$ cat src/verilog/OramPkg.sv
//--------------------------------------------------------------------------
// Tree geometry and block types shared by the ORAM front end and backend
// Fixed sizes, so every module sees the same bucket and block layout
//--------------------------------------------------------------------------
package OramPkg;

	// Tree shape
	localparam int TreeLevels = 4;
	localparam int LeafBits = TreeLevels - 1;
	localparam int BucketCount = (1 << TreeLevels) - 1;
	localparam int SlotsPerBucket = 2;
	localparam int LevelBits = 2;

	// Client block space
	localparam int AddrBits = 4;
	localparam int DataBits = 32;

	typedef logic [AddrBits-1:0] addrT;
	typedef logic [LeafBits-1:0] leafT;
	typedef logic [LevelBits-1:0] levelT;
	typedef logic [DataBits-1:0] dataT;

	// One block slot, 40 bits
	typedef struct packed {logic valid; addrT addr; leafT leaf; dataT data;} blockT;

	// Slot 0 sits in the low bits
	typedef struct packed {blockT [SlotsPerBucket-1:0] slots;} bucketT;

	typedef struct packed {logic write; addrT addr; dataT data;} userCmdT;

	// Request plus both leaves, as handed to the backend
	typedef struct packed {
		logic write;
		addrT addr;
		dataT data;
		leafT oldLeaf;
		leafT newLeaf;
	} backendCmdT;

endpackage

$ cat src/verilog/DramPkg.sv
//--------------------------------------------------------------------------
// External memory command and word types
// One memory word carries exactly one bucket
//--------------------------------------------------------------------------
package DramPkg;

	localparam int IndexBits = 4;
	localparam int WordBits = $bits(OramPkg::bucketT);

	typedef logic [IndexBits-1:0] indexT;
	typedef logic [WordBits-1:0] wordT;

	typedef enum logic {DramRead = 1'b0, DramWrite = 1'b1} dramOpT;

	// Write word is ignored on reads
	typedef struct packed {dramOpT op; indexT bucket; wordT wdata;} dramCmdT;

endpackage

$ cat src/verilog/BucketWhitener.sv
//--------------------------------------------------------------------------
// Keystream XOR between backend and external memory
// Write words are whitened by their own bucket index, read words by the
// index of the oldest outstanding read
//--------------------------------------------------------------------------
`timescale 1ns/10ps

module BucketWhitener #(
	parameter logic [31:0] WhitenKey = 32'h5A17C3E9
) (
	input  logic Clock,
	input  logic rst,
	input  DramPkg::dramCmdT DramCmdIn,
	input  logic DramCmdValid,
	input  logic DramCmdReady,
	output DramPkg::dramCmdT DramCmdOut,
	input  DramPkg::wordT ReadIn,
	input  logic DramReadValid,
	output DramPkg::wordT ReadOut
);

	DramPkg::indexT idxQueue [4];
	logic [1:0] head;
	logic [1:0] tail;
	logic pushRead;

	// Mix key and index, then stretch over one bucket word
	function automatic DramPkg::wordT keystream(DramPkg::indexT idx);
		logic [31:0] mix;
		logic [95:0] stream;
		mix = WhitenKey ^ (32'(idx) * 32'h9E3779B9);
		for (int i = 0; i < 3; i++) begin
			mix = {mix[24:0], mix[31:25]} ^ (mix >> 3) ^ 32'h7F4A7C15;
			stream[i*32 +: 32] = mix;
		end
		return stream[DramPkg::WordBits-1:0];
	endfunction

	assign pushRead = DramCmdValid && DramCmdReady && (DramCmdIn.op == DramPkg::DramRead);

	// Read index queue
	always_ff @(posedge Clock) begin
		if (rst) begin
			head <= '0;
			tail <= '0;
		end else begin
			if (pushRead)
				tail <= tail + 1'b1;
			if (DramReadValid)
				head <= head + 1'b1;
		end
	end

	always_ff @(posedge Clock) begin
		if (pushRead)
			idxQueue[tail] <= DramCmdIn.bucket;
	end

	always_comb begin
		DramCmdOut = DramCmdIn;
		if (DramCmdIn.op == DramPkg::DramWrite)
			DramCmdOut.wdata = DramCmdIn.wdata ^ keystream(DramCmdIn.bucket);
	end

	assign ReadOut = ReadIn ^ keystream(idxQueue[head]);

endmodule

$ cat src/verilog/PathBackend.sv
//--------------------------------------------------------------------------
// Path ORAM backend sequencer
// Clears the tree, then per access reads a path, serves it, writes it back
//--------------------------------------------------------------------------
`timescale 1ns/10ps

module PathBackend #(
	parameter int StashCapacity = 8
) (
	input  logic Clock,
	input  logic rst,
	input  OramPkg::backendCmdT BeCmd,
	input  logic BeCmdValid,
	output logic BeCmdReady,
	output OramPkg::dataT BeReadData,
	output logic BeReadValid,
	input  logic BeReadReady,
	output DramPkg::dramCmdT DramCmd,
	output logic DramCmdValid,
	input  logic DramCmdReady,
	input  OramPkg::bucketT DramReadData,
	input  logic DramReadValid,
	output logic InitDone
);

	typedef enum logic [2:0] {
		StBoot, StInit, StIdle, StRead, StAbsorb, StServe, StWrite, StDone
	} stateT;

	stateT state;
	OramPkg::backendCmdT cmdReg;
	// Init bucket, read issue level or absorb slot, by state
	logic [3:0] count;
	logic [2:0] rdCount;
	OramPkg::levelT wrLevel;
	// 0 and 1 fill slots, 2 issues the bucket
	logic [1:0] wrSlot;
	OramPkg::bucketT pathBuf [OramPkg::TreeLevels];
	OramPkg::bucketT wrBucket;
	OramPkg::dataT readVal;

	OramPkg::blockT insertBlock;
	OramPkg::blockT foundBlock;
	OramPkg::blockT updateBlock;
	OramPkg::blockT evictBlock;
	logic found;
	logic evictValid;
	logic evictTake;
	logic stashOverflow;

	// Heap index of the bucket at lvl on the path to leaf
	function automatic DramPkg::indexT pathIndex(OramPkg::leafT leaf, OramPkg::levelT lvl);
		int node;
		node = (1 << lvl) - 1 + (int'(leaf) >> (OramPkg::LeafBits - int'(lvl)));
		return DramPkg::indexT'(node);
	endfunction

	assign BeCmdReady = (state == StIdle);
	assign BeReadValid = (state == StDone);
	assign BeReadData = readVal;

	//----------------------------------------------------------------------
	// Stash
	//----------------------------------------------------------------------

	assign insertBlock = pathBuf[count[2:1]].slots[count[0]];
	assign evictTake = (state == StWrite) && (wrSlot != 2'd2) && evictValid;

	// Served block moves to its new leaf
	always_comb begin
		updateBlock.valid = 1'b1;
		updateBlock.addr = cmdReg.addr;
		updateBlock.leaf = cmdReg.newLeaf;
		updateBlock.data = cmdReg.write ? cmdReg.data : (found ? foundBlock.data : '0);
	end

	PathStash #(
		.StashCapacity(StashCapacity)
	) stash (
		.Clock(Clock),
		.rst(rst),
		.Insert(insertBlock),
		.InsertValid(state == StAbsorb),
		.Lookup(cmdReg.addr),
		.Found(found),
		.FoundBlock(foundBlock),
		.Update(updateBlock),
		.UpdateValid(state == StServe),
		.EvictLeaf(cmdReg.oldLeaf),
		.EvictLevel(wrLevel),
		.EvictTake(evictTake),
		.EvictBlock(evictBlock),
		.EvictValid(evictValid),
		.Overflow(stashOverflow)
	);

	//----------------------------------------------------------------------
	// Memory command
	//----------------------------------------------------------------------

	// Driven from registers only, so it holds while stalled
	always_comb begin
		DramCmd = '0;
		DramCmdValid = 1'b0;
		case (state)
			StInit: begin
				DramCmdValid = 1'b1;
				DramCmd.op = DramPkg::DramWrite;
				DramCmd.bucket = count;
			end
			StRead: begin
				DramCmdValid = (count < OramPkg::TreeLevels);
				DramCmd.bucket = pathIndex(cmdReg.oldLeaf, OramPkg::levelT'(count));
			end
			StWrite: begin
				DramCmdValid = (wrSlot == 2'd2);
				DramCmd.op = DramPkg::DramWrite;
				DramCmd.bucket = pathIndex(cmdReg.oldLeaf, wrLevel);
				DramCmd.wdata = wrBucket;
			end
			default: ;
		endcase
	end

	//----------------------------------------------------------------------
	// Sequencer
	//----------------------------------------------------------------------

	always_ff @(posedge Clock) begin
		if ((state == StIdle) && BeCmdValid)
			cmdReg <= BeCmd;
		// Memory returns in command order, root first
		if ((state == StRead) && DramReadValid)
			pathBuf[rdCount[1:0]] <= DramReadData;
		if (state == StServe)
			readVal <= found ? foundBlock.data : '0;
		if ((state == StWrite) && (wrSlot != 2'd2))
			wrBucket.slots[wrSlot[0]] <= evictValid ? evictBlock : '0;
	end

	always_ff @(posedge Clock) begin
		if (rst) begin
			state <= StBoot;
			count <= '0;
			rdCount <= '0;
			wrLevel <= '0;
			wrSlot <= '0;
			InitDone <= 1'b0;
		end else begin
			case (state)
				StBoot: state <= StInit;
				// Write every bucket empty
				StInit: if (DramCmdReady) begin
					count <= count + 1'b1;
					if (count == 4'(OramPkg::BucketCount - 1)) begin
						state <= StIdle;
						InitDone <= 1'b1;
					end
				end
				StIdle: if (BeCmdValid) begin
					count <= '0;
					rdCount <= '0;
					state <= StRead;
				end
				StRead: begin
					if (DramCmdValid && DramCmdReady)
						count <= count + 1'b1;
					if (DramReadValid)
						rdCount <= rdCount + 1'b1;
					if (rdCount == 3'(OramPkg::TreeLevels)) begin
						count <= '0;
						state <= StAbsorb;
					end
				end
				StAbsorb: begin
					count <= count + 1'b1;
					if (count == 4'(OramPkg::TreeLevels * OramPkg::SlotsPerBucket - 1))
						state <= StServe;
				end
				StServe: begin
					wrLevel <= OramPkg::levelT'(OramPkg::TreeLevels - 1);
					wrSlot <= '0;
					state <= StWrite;
				end
				// Leaf to root
				StWrite: if (wrSlot != 2'd2) begin
					wrSlot <= wrSlot + 1'b1;
				end else if (DramCmdReady) begin
					wrSlot <= '0;
					wrLevel <= wrLevel - 1'b1;
					if (wrLevel == '0)
						state <= StDone;
				end
				StDone: if (BeReadReady) state <= StIdle;
				default: state <= StIdle;
			endcase
		end
	end

endmodule

$ cat src/verilog/PathOramTop.sv
//--------------------------------------------------------------------------
// Path ORAM controller top level
// User command port on one side, whitened bucket memory port on the other
//--------------------------------------------------------------------------
`timescale 1ns/10ps

module PathOramTop #(
	parameter int StashCapacity = 8,
	parameter logic [31:0] WhitenKey = 32'h5A17C3E9,
	parameter logic [15:0] LfsrSeed = 16'hACE1
) (
	input  logic Clock,
	input  logic rst,
	input  OramPkg::userCmdT Cmd,
	input  logic CmdValid,
	output logic CmdReady,
	output OramPkg::dataT DataOut,
	output logic DataOutValid,
	input  logic DataOutReady,
	output DramPkg::dramCmdT DramCmd,
	output logic DramCmdValid,
	input  logic DramCmdReady,
	input  DramPkg::wordT DramReadData,
	input  logic DramReadValid
);

	//----------------------------------------------------------------------
	// Front end to backend
	//----------------------------------------------------------------------

	OramPkg::backendCmdT beCmd;
	logic beCmdValid;
	logic beCmdReady;
	OramPkg::dataT beReadData;
	logic beReadValid;
	logic beReadReady;
	logic initDone;

	// Backend side of the whitener, in the clear
	DramPkg::dramCmdT plainCmd;
	DramPkg::wordT plainRead;

	PositionMap #(
		.LfsrSeed(LfsrSeed)
	) frontEnd (
		.Clock(Clock),
		.rst(rst),
		.Cmd(Cmd),
		.CmdValid(CmdValid),
		.CmdReady(CmdReady),
		.DataOut(DataOut),
		.DataOutValid(DataOutValid),
		.DataOutReady(DataOutReady),
		.BeCmd(beCmd),
		.BeCmdValid(beCmdValid),
		.BeCmdReady(beCmdReady),
		.BeReadData(beReadData),
		.BeReadValid(beReadValid),
		.BeReadReady(beReadReady),
		.InitDone(initDone)
	);

	// Handshakes go straight to memory, only payloads are whitened
	PathBackend #(
		.StashCapacity(StashCapacity)
	) backEnd (
		.Clock(Clock),
		.rst(rst),
		.BeCmd(beCmd),
		.BeCmdValid(beCmdValid),
		.BeCmdReady(beCmdReady),
		.BeReadData(beReadData),
		.BeReadValid(beReadValid),
		.BeReadReady(beReadReady),
		.DramCmd(plainCmd),
		.DramCmdValid(DramCmdValid),
		.DramCmdReady(DramCmdReady),
		.DramReadData(plainRead),
		.DramReadValid(DramReadValid),
		.InitDone(initDone)
	);

	BucketWhitener #(
		.WhitenKey(WhitenKey)
	) whitener (
		.Clock(Clock),
		.rst(rst),
		.DramCmdIn(plainCmd),
		.DramCmdValid(DramCmdValid),
		.DramCmdReady(DramCmdReady),
		.DramCmdOut(DramCmd),
		.ReadIn(DramReadData),
		.DramReadValid(DramReadValid),
		.ReadOut(plainRead)
	);

endmodule

$ cat src/verilog/PathStash.sv
//--------------------------------------------------------------------------
// Stash of blocks pulled off the current path
// Holds blocks between path read and writeback, picks blocks for eviction
//--------------------------------------------------------------------------
`timescale 1ns/10ps

module PathStash #(
	parameter int StashCapacity = 8
) (
	input  logic Clock,
	input  logic rst,
	input  OramPkg::blockT Insert,
	input  logic InsertValid,
	input  OramPkg::addrT Lookup,
	output logic Found,
	output OramPkg::blockT FoundBlock,
	input  OramPkg::blockT Update,
	input  logic UpdateValid,
	input  OramPkg::leafT EvictLeaf,
	input  OramPkg::levelT EvictLevel,
	input  logic EvictTake,
	output OramPkg::blockT EvictBlock,
	output logic EvictValid,
	output logic Overflow
);

	localparam int IdxBits = (StashCapacity > 1) ? $clog2(StashCapacity) : 1;

	OramPkg::blockT entries [StashCapacity];

	logic freeFound;
	logic updFound;
	logic [IdxBits-1:0] freeIdx;
	logic [IdxBits-1:0] updIdx;
	logic [IdxBits-1:0] evictIdx;

	// True when both leaves share the path from root down to lvl
	function automatic logic onPath(OramPkg::leafT a, OramPkg::leafT b, OramPkg::levelT lvl);
		int shift;
		shift = OramPkg::LeafBits - int'(lvl);
		return (a >> shift) == (b >> shift);
	endfunction

	//----------------------------------------------------------------------
	// Search
	//----------------------------------------------------------------------

	// Walk downward so the lowest matching index wins
	always_comb begin
		freeFound = 1'b0;
		freeIdx = '0;
		updFound = 1'b0;
		updIdx = '0;
		Found = 1'b0;
		FoundBlock = '0;
		EvictValid = 1'b0;
		evictIdx = '0;
		for (int i = StashCapacity - 1; i >= 0; i--) begin
			if (!entries[i].valid) begin
				freeFound = 1'b1;
				freeIdx = IdxBits'(i);
			end else begin
				if (entries[i].addr == Lookup) begin
					Found = 1'b1;
					FoundBlock = entries[i];
				end
				if (entries[i].addr == Update.addr) begin
					updFound = 1'b1;
					updIdx = IdxBits'(i);
				end
				// Eviction candidate for the bucket at EvictLevel
				if (onPath(entries[i].leaf, EvictLeaf, EvictLevel)) begin
					EvictValid = 1'b1;
					evictIdx = IdxBits'(i);
				end
			end
		end
	end

	assign EvictBlock = entries[evictIdx];

	// No room for a new block
	assign Overflow = (InsertValid && Insert.valid && !freeFound) ||
		(UpdateValid && !updFound && !freeFound);

	//----------------------------------------------------------------------
	// Storage
	//----------------------------------------------------------------------

	always_ff @(posedge Clock) begin
		if (rst) begin
			for (int i = 0; i < StashCapacity; i++)
				entries[i].valid <= 1'b0;
		end else if (InsertValid) begin
			// Empty path slots are dropped here
			if (Insert.valid && freeFound)
				entries[freeIdx] <= Insert;
		end else if (UpdateValid) begin
			if (updFound)
				entries[updIdx] <= Update;
			else if (freeFound)
				entries[freeIdx] <= Update;
		end else if (EvictTake && EvictValid) begin
			entries[evictIdx].valid <= 1'b0;
		end
	end

endmodule

$ cat src/verilog/PositionMap.sv
//--------------------------------------------------------------------------
// ORAM front end with on-chip position map and LFSR leaf remapping
// Accepts one user command at a time and forwards it to the backend
//--------------------------------------------------------------------------
`timescale 1ns/10ps

module PositionMap #(
	parameter logic [15:0] LfsrSeed = 16'hACE1
) (
	input  logic Clock,
	input  logic rst,
	input  OramPkg::userCmdT Cmd,
	input  logic CmdValid,
	output logic CmdReady,
	output OramPkg::dataT DataOut,
	output logic DataOutValid,
	input  logic DataOutReady,
	output OramPkg::backendCmdT BeCmd,
	output logic BeCmdValid,
	input  logic BeCmdReady,
	input  OramPkg::dataT BeReadData,
	input  logic BeReadValid,
	output logic BeReadReady,
	input  logic InitDone
);

	typedef enum logic [2:0] {PmSweep, PmIdle, PmIssue, PmWait, PmRespond} stateT;

	stateT state;
	logic [15:0] lfsr;
	logic lfsrStep;
	logic accept;
	OramPkg::addrT sweepIdx;
	OramPkg::leafT newLeaf;
	// Leaf per block, filled by the sweep
	OramPkg::leafT leafMap [1 << OramPkg::AddrBits];

	assign CmdReady = (state == PmIdle) && InitDone;
	assign accept = CmdValid && CmdReady;
	assign BeCmdValid = (state == PmIssue);
	assign BeReadReady = (state == PmWait);
	assign DataOutValid = (state == PmRespond);
	assign newLeaf = lfsr[OramPkg::LeafBits-1:0];
	// Advance once per sweep entry and once per access
	assign lfsrStep = (state == PmSweep) || accept;

	// x^16 + x^14 + x^13 + x^11 + 1
	always_ff @(posedge Clock) begin
		if (rst)
			lfsr <= LfsrSeed;
		else if (lfsrStep)
			lfsr <= {lfsr[14:0], lfsr[15] ^ lfsr[13] ^ lfsr[12] ^ lfsr[10]};
	end

	always_ff @(posedge Clock) begin
		if (state == PmSweep)
			leafMap[sweepIdx] <= newLeaf;
		else if (accept)
			leafMap[Cmd.addr] <= newLeaf;
	end

	// Old leaf is read in the same edge that stores the new one
	always_ff @(posedge Clock) begin
		if (accept)
			BeCmd <= '{write: Cmd.write, addr: Cmd.addr, data: Cmd.data,
				oldLeaf: leafMap[Cmd.addr], newLeaf: newLeaf};
		if ((state == PmWait) && BeReadValid)
			DataOut <= BeReadData;
	end

	always_ff @(posedge Clock) begin
		if (rst) begin
			state <= PmSweep;
			sweepIdx <= '0;
		end else begin
			case (state)
				PmSweep: begin
					sweepIdx <= sweepIdx + 1'b1;
					if (sweepIdx == '1)
						state <= PmIdle;
				end
				PmIdle: if (accept) state <= PmIssue;
				PmIssue: if (BeCmdReady) state <= PmWait;
				// Writes finish here, reads still owe the user a word
				PmWait: if (BeReadValid) state <= BeCmd.write ? PmIdle : PmRespond;
				PmRespond: if (DataOutReady) state <= PmIdle;
				default: state <= PmIdle;
			endcase
		end
	end

endmodule
$ cat config.mk
export PLATFORM = sky130hd
export DESIGN_NAME = PathOramTop
export DESIGN_NICKNAME = d
export VERILOG_FILES = /design/src/verilog/OramPkg.sv /design/src/verilog/DramPkg.sv /design/src/verilog/BucketWhitener.sv /design/src/verilog/PathBackend.sv /design/src/verilog/PathOramTop.sv /design/src/verilog/PathStash.sv /design/src/verilog/PositionMap.sv
export SDC_FILE = /design/constraint.sdc
export NUM_CORES = 2
export LEC_CHECK = 0
export ABC_AREA = 0
export BUFFER_PORTS_ARGS = -buffer_cell sky130_fd_sc_hd__buf_2
export CAP_MARGIN = 30
export CORE_MARGIN = 4
export CORE_UTILIZATION = 30
export DETAILED_ROUTE_END_ITERATION = 12
export SLEW_MARGIN = 20
export SYNTH_ARGS = -nofsm -noshare
export SYNTH_HDL_FRONTEND = slang
export SYNTH_HIERARCHICAL = 1
export SYNTH_SLANG_ARGS = --single-unit
$ cat constraint.sdc
create_clock -name Clock -period 18.5 [get_ports Clock]
set_input_delay 3.7 -clock Clock [delete_from_list [all_inputs] [get_ports Clock]]
set_output_delay 3.7 -clock Clock [all_outputs]
set_load 0.02 [all_outputs]
# After elaboration in Yosys (flattened, before gate mapping)
# Memories as Yosys holds them, arrays and structs flattened. A register that Yosys moved wholly into a read port is not among the register bits.
# Cells that the tools add are included.
[totals] mem_bits_rw=704 word_cells=356 ff_bits=269 input_bits=123 n_memories=4
[mem_list] name="backEnd.pathBuf" depth=4 width=80 read_ports=1 rd_clocked_by_memory_dff=1 wr=1 line="PathBackend.sv:38" text="OramPkg::bucketT pathBuf [OramPkg::TreeLevels];"
[mem_list] name="backEnd.stash.entries" depth=8 width=40 read_ports=9 rd_clocked_by_memory_dff=0 wr=8 line="PathStash.sv:29" text="OramPkg::blockT entries [StashCapacity];"
[mem_list] name="frontEnd.leafMap" depth=16 width=3 read_ports=1 rd_clocked_by_memory_dff=1 wr=1 line="PositionMap.sv:36" text="OramPkg::leafT leafMap [1 << OramPkg::AddrBits];"
[mem_list] name="whitener.idxQueue" depth=4 width=4 read_ports=1 rd_clocked_by_memory_dff=1 wr=1 line="BucketWhitener.sv:22" text="DramPkg::indexT idxQueue [4];"
[op_classes] n_mux=188 addsub=13 magnitude_cmp=4 n_mul=2 reduce_logical=31 shifts=13 bitwise_logic=21 eq_ne=50
[ops] cell="two-way mux 32 bit" n=18
[ops] cell="two-way mux 40 bit" n=8
[ops] cell=">> shifter 3 x 32 -> 3 bit" n=9
[ops] cell="two-way mux 3 bit" n=61
[ops] cell="two-way mux 80 bit" n=2
[ops] cell="XOR 80 bit" n=2
[ops] cell="XOR 32 x 29 -> 32 bit" n=4
[ops] cell="OR reduction 40 bit" n=3
[ops] cell="bitwise mux 80 bit" n=1
[ops] cell="two-way mux 1 bit" n=73
[ops] cell="inverter 18 bit" n=4
[ops] cell="multiplier 4 x 32 -> 32 bit (second input constant)" n=2
[ops] cell=">> shifter 3 x 32 -> 4 bit" n=2
[ops] cell="demux 40 bit (select 1 bit)" n=1
[ops] cell="inverter 17 bit" n=2
[ops] cell="equality test 4 bit" n=8
[ops] cell="XOR 16 bit" n=2
[ops] cell="equality test 3 bit" n=8
[ops] cell="one-hot mux 3 bit (8 select lines)" n=1
[ops] cell="two-way mux 2 bit" n=11
[ops] cell="two-way mux 4 bit" n=5
[ops] cell="!= test 2 bit (second input constant)" n=10
[ops] cell="equality test 3 bit (second input constant)" n=6
[ops] cell="inverter 8 bit" n=2
[ops] cell="40 further kinds" n=77

# Longest topological paths before layout
[depth] ltp_word=28 mapped_depth=29 depth_no_buf=26

# By module
# The synthesis kept the hierarchy.
[by_module_without_submodules] mod="PathBackend" area_per_inst_um2=19548.7 cells_each=1094 instances=1 seq_area_each_um2=14604.0
[by_module_without_submodules] mod="PathStash" area_per_inst_um2=17312.9 cells_each=1422 instances=1 seq_area_each_um2=9609.2
[by_module_without_submodules] mod="BucketWhitener" area_per_inst_um2=7865.0 cells_each=953 instances=1 seq_area_each_um2=600.6
[by_module_without_submodules] mod="PositionMap" area_per_inst_um2=5599.1 cells_each=357 instances=1 seq_area_each_um2=4154.0

# Least setup slack after synthesis
# OpenSTA, ideal clock, no wires.
[synth_timing] kind="reg2out" from="register backEnd.count[0]" to="output DramCmd[24] in the netlist's numbering" n_path_buf=1 required_ns=14.800 path_stages_with_launch=28 slack_ns=8.533 arrival_ns=6.267 cell_sequence="dfxtp_1 -> clkinv_1 -> clkbuf_1 -> ha_1 -> inv_1 -> ha_1 -> inv_1 -> ha_1 -> inv_1 -> fa_1 -> xor3_1 -> nand2_1 -> o21ai_0 -> o22ai_1 -> fa_1 -> inv_1 -> fa_1 -> inv_1 -> ha_1 -> a21o_1 -> a21oi_1 -> or3b_1 -> o221ai_2 -> o21bai_1 -> nand2_1 -> xor2_1 -> mux2_2 -> xnor2_1"
[synth_lines] element="start, declared" line="PathBackend.sv:33" text="logic [3:0] count;"
[synth_lines] element="start signal, assigned" line="PathBackend.sv:154" text="count <= count + 1'b1;"
[synth_lines] element="start signal, assigned" line="PathBackend.sv:167" text="count <= count + 1'b1;"
[synth_lines] element="start signal, assigned" line="PathBackend.sv:176" text="count <= count + 1'b1;"
[synth_lines] element="end, declared" line="PathOramTop.sv:20" text="output DramPkg::dramCmdT DramCmd,"

==> reports/metrics.cfg <==
[timing]
rsz0062_at_grt = false
timing.final.crit_period_ns = 12.25
tightest_slew_ns = 0.998
fmax_ghz = 0.0816
maxSlewHeadroom_pct = 33.5
tns_ns = 0
final_max_slew_viol_count = 0
holdWs_ns = 0.419
setup-violations-final = 0
hold_viol = 0
post-route-period-util_pct = 66.2
skew_ns = 0.0822

[clocking]
clkLatencyLatePin_ns = 0.76
root_buffer = clkbuf_16
cts_hold_buf = 0
cts_sinks = 980
cts_resized = 0
h-tree-depth = 3
cts_setup_buffers = 0
path_clk_slew_ns = 0.06
cts_tree = yes
cts.path.max_buffers = 3
cts_buffers = 105

[yosys]
synth_warnings = 6
synth_nets = 3981
synth.avg_cell_area_um2 = 13.3
synthesis.area_um2 = 49900
syn_inst = 3761

[floorplan]
coreArea_um2 = 165000
die-width_um = 416
rows = 149
start_util_pct = 30.2
dieArea_um2 = 173000
ios = 243
fp.dieH_um = 416

[worst_setup_path]
startpoint_type = flip-flop
endpoint_kind = output pin
r2r_slack_ns = 12.17
required_ns = 14.80
critPathKind = flip-flop to output pin
path_max_fanout = 41
arrival_ns = 8.55

[power]
p_per_area_nw_per_um2 = 161
power_w = 0.00918
ir_worst_vdd_mv = 0.260
cellLeakagePower_nw = 19.3

[global_route]
grt_pass1_vias = 31300
grt_max_degree = 86
grt_pass1_wl_um = 215000
grt.overflow.total = 0
grt_usage_pct = 16.7
antenna_found_initial = 17

[run]
maxCapViolations = 0

[place]
hpwl_um = 102000
placed_cell_area_um2 = 53400
io_buffers = 242
gp_congestion = 0.899
dp.cells = 6012

[cells_and_area]
final_nets = 4153
layout-drive-gt1-share_pct = 19.7
final_cells = 6216
final_cell_area_um2 = 57100
area_delta_synth_final_pct = 14.3

[route]
first_pass_iters = 5
routed_wl_um = 149000
vias = 31900
detail-route-antenna-nets = 0
drt_iter0_drc = 2945
wl_per_cell_um = 24.0
viasPerCell = 5.13
drc = 0

[outcome]
status = complete, no violations

[worst_hold_path]
hold_path.class = flip-flop to flip-flop

where the power goes:
group	internal [W]	switching, W	total (W)
logic	0.00119	0.00252	0.00371
registers	0.00329	0.0000355	0.00333
clock network	0.00123	0.000923	0.00215
sequential cells by signal, summed over array words and instances, names as in the netlist, 16 cells and up, named ones only:
| register | cells |
|---|---|
| backEnd/stash/entries | 320 |
| frontEnd/BeCmd | 43 |
| backEnd/wrBucket | 80 |
| frontEnd/DataOut | 32 |
| backEnd/pathBuf | 320 |
| backEnd/cmdReg | 43 |
| frontEnd/leafMap | 48 |
| whitener/idxQueue | 16 |
| frontEnd/lfsr | 16 |
| backEnd/BeReadData | 32 |
layout by cell type (no fill, tap or decap), types with 55 or more instances in the layout:
cell type  count
a21oi_1      125
and2_1       171
buf_2        242
buf_4         66
clkbuf_16    105
edfxtp_1     934
ha_1          81
inv_1         90
mux2_2        64
mux2i_1      102
mux4_2        97
nand2_1      361
nor2_1       116
nor3_1        57
o21ai_0       85
o22ai_1       55
xnor2_1      248
xor2_1       164
worst paths after layout:
kind	from	end	cells past startpoint
setup / recovery	backEnd/count[0]	DramCmd[74]	27
hold reg to reg	backEnd/BeReadData[15]	frontEnd/DataOut[15]	0
hold / removal	backEnd/BeReadData[15]	frontEnd/DataOut[15]	0
setup reg to reg	backEnd/wrLevel[0]	backEnd/stash/entries[7][4]	14
worst max-delay path, cell delays in order (launching register included):
cell and delay, ns:
dfxtp_2 0.40, buf_4 0.50, clkinv_1 0.29, nor2_1 0.15, a31oi_1 0.05, ha_1 0.23
inv_1 0.05, ha_1 0.13, inv_1 0.06, fa_1 0.46, nand2_1 0.07, o21ai_0 0.09
o22ai_2 0.72, ha_1 0.33, inv_1 0.07, fa_1 0.49, inv_1 0.05, ha_1 0.55
nor2b_1 0.26, a221oi_1 0.30, nand3_1 0.44, nor4b_1 0.31, a2111oi_0 0.46, o2111a_1 0.32
nand2_1 0.12, o21bai_1 0.43, xor2_1 0.24, buf_2 0.21
layer usage:
metal / share of wire [%] / up-vias / track usage, %
li1: - / 14400 / -
met1: 43 / 16100 / 22.3
met2: 47 / 1215 / 27.6
met3: 6.7 / 192 / 2.96
met4: 2.9 / 4 / 4.91
met5: 0.010 / - / 0
area by class of cell:
class / count / area, um^2
repair buffers: 311 / 1770
clock buffers: 128 / 2740
diodes: 5 / 12.5
well taps: 2189 / 2740
multi-input cells: 2442 / 19600
fillers: 16100 / 108000
flip-flops and latches: 980 / 29000
clock inverters: 68 / 816
inverters: 93 / 349
through the flow:
stage	setup slack, ns	util (%)
global route	5.67	34.5
CTS	6.01	34.5
finish	6.25	34.5
floorplan	8.53	-
global placement	6.96	32.3
detailed placement	6.87	32.3
Note: power is estimated with default switching activity, not from simulation.
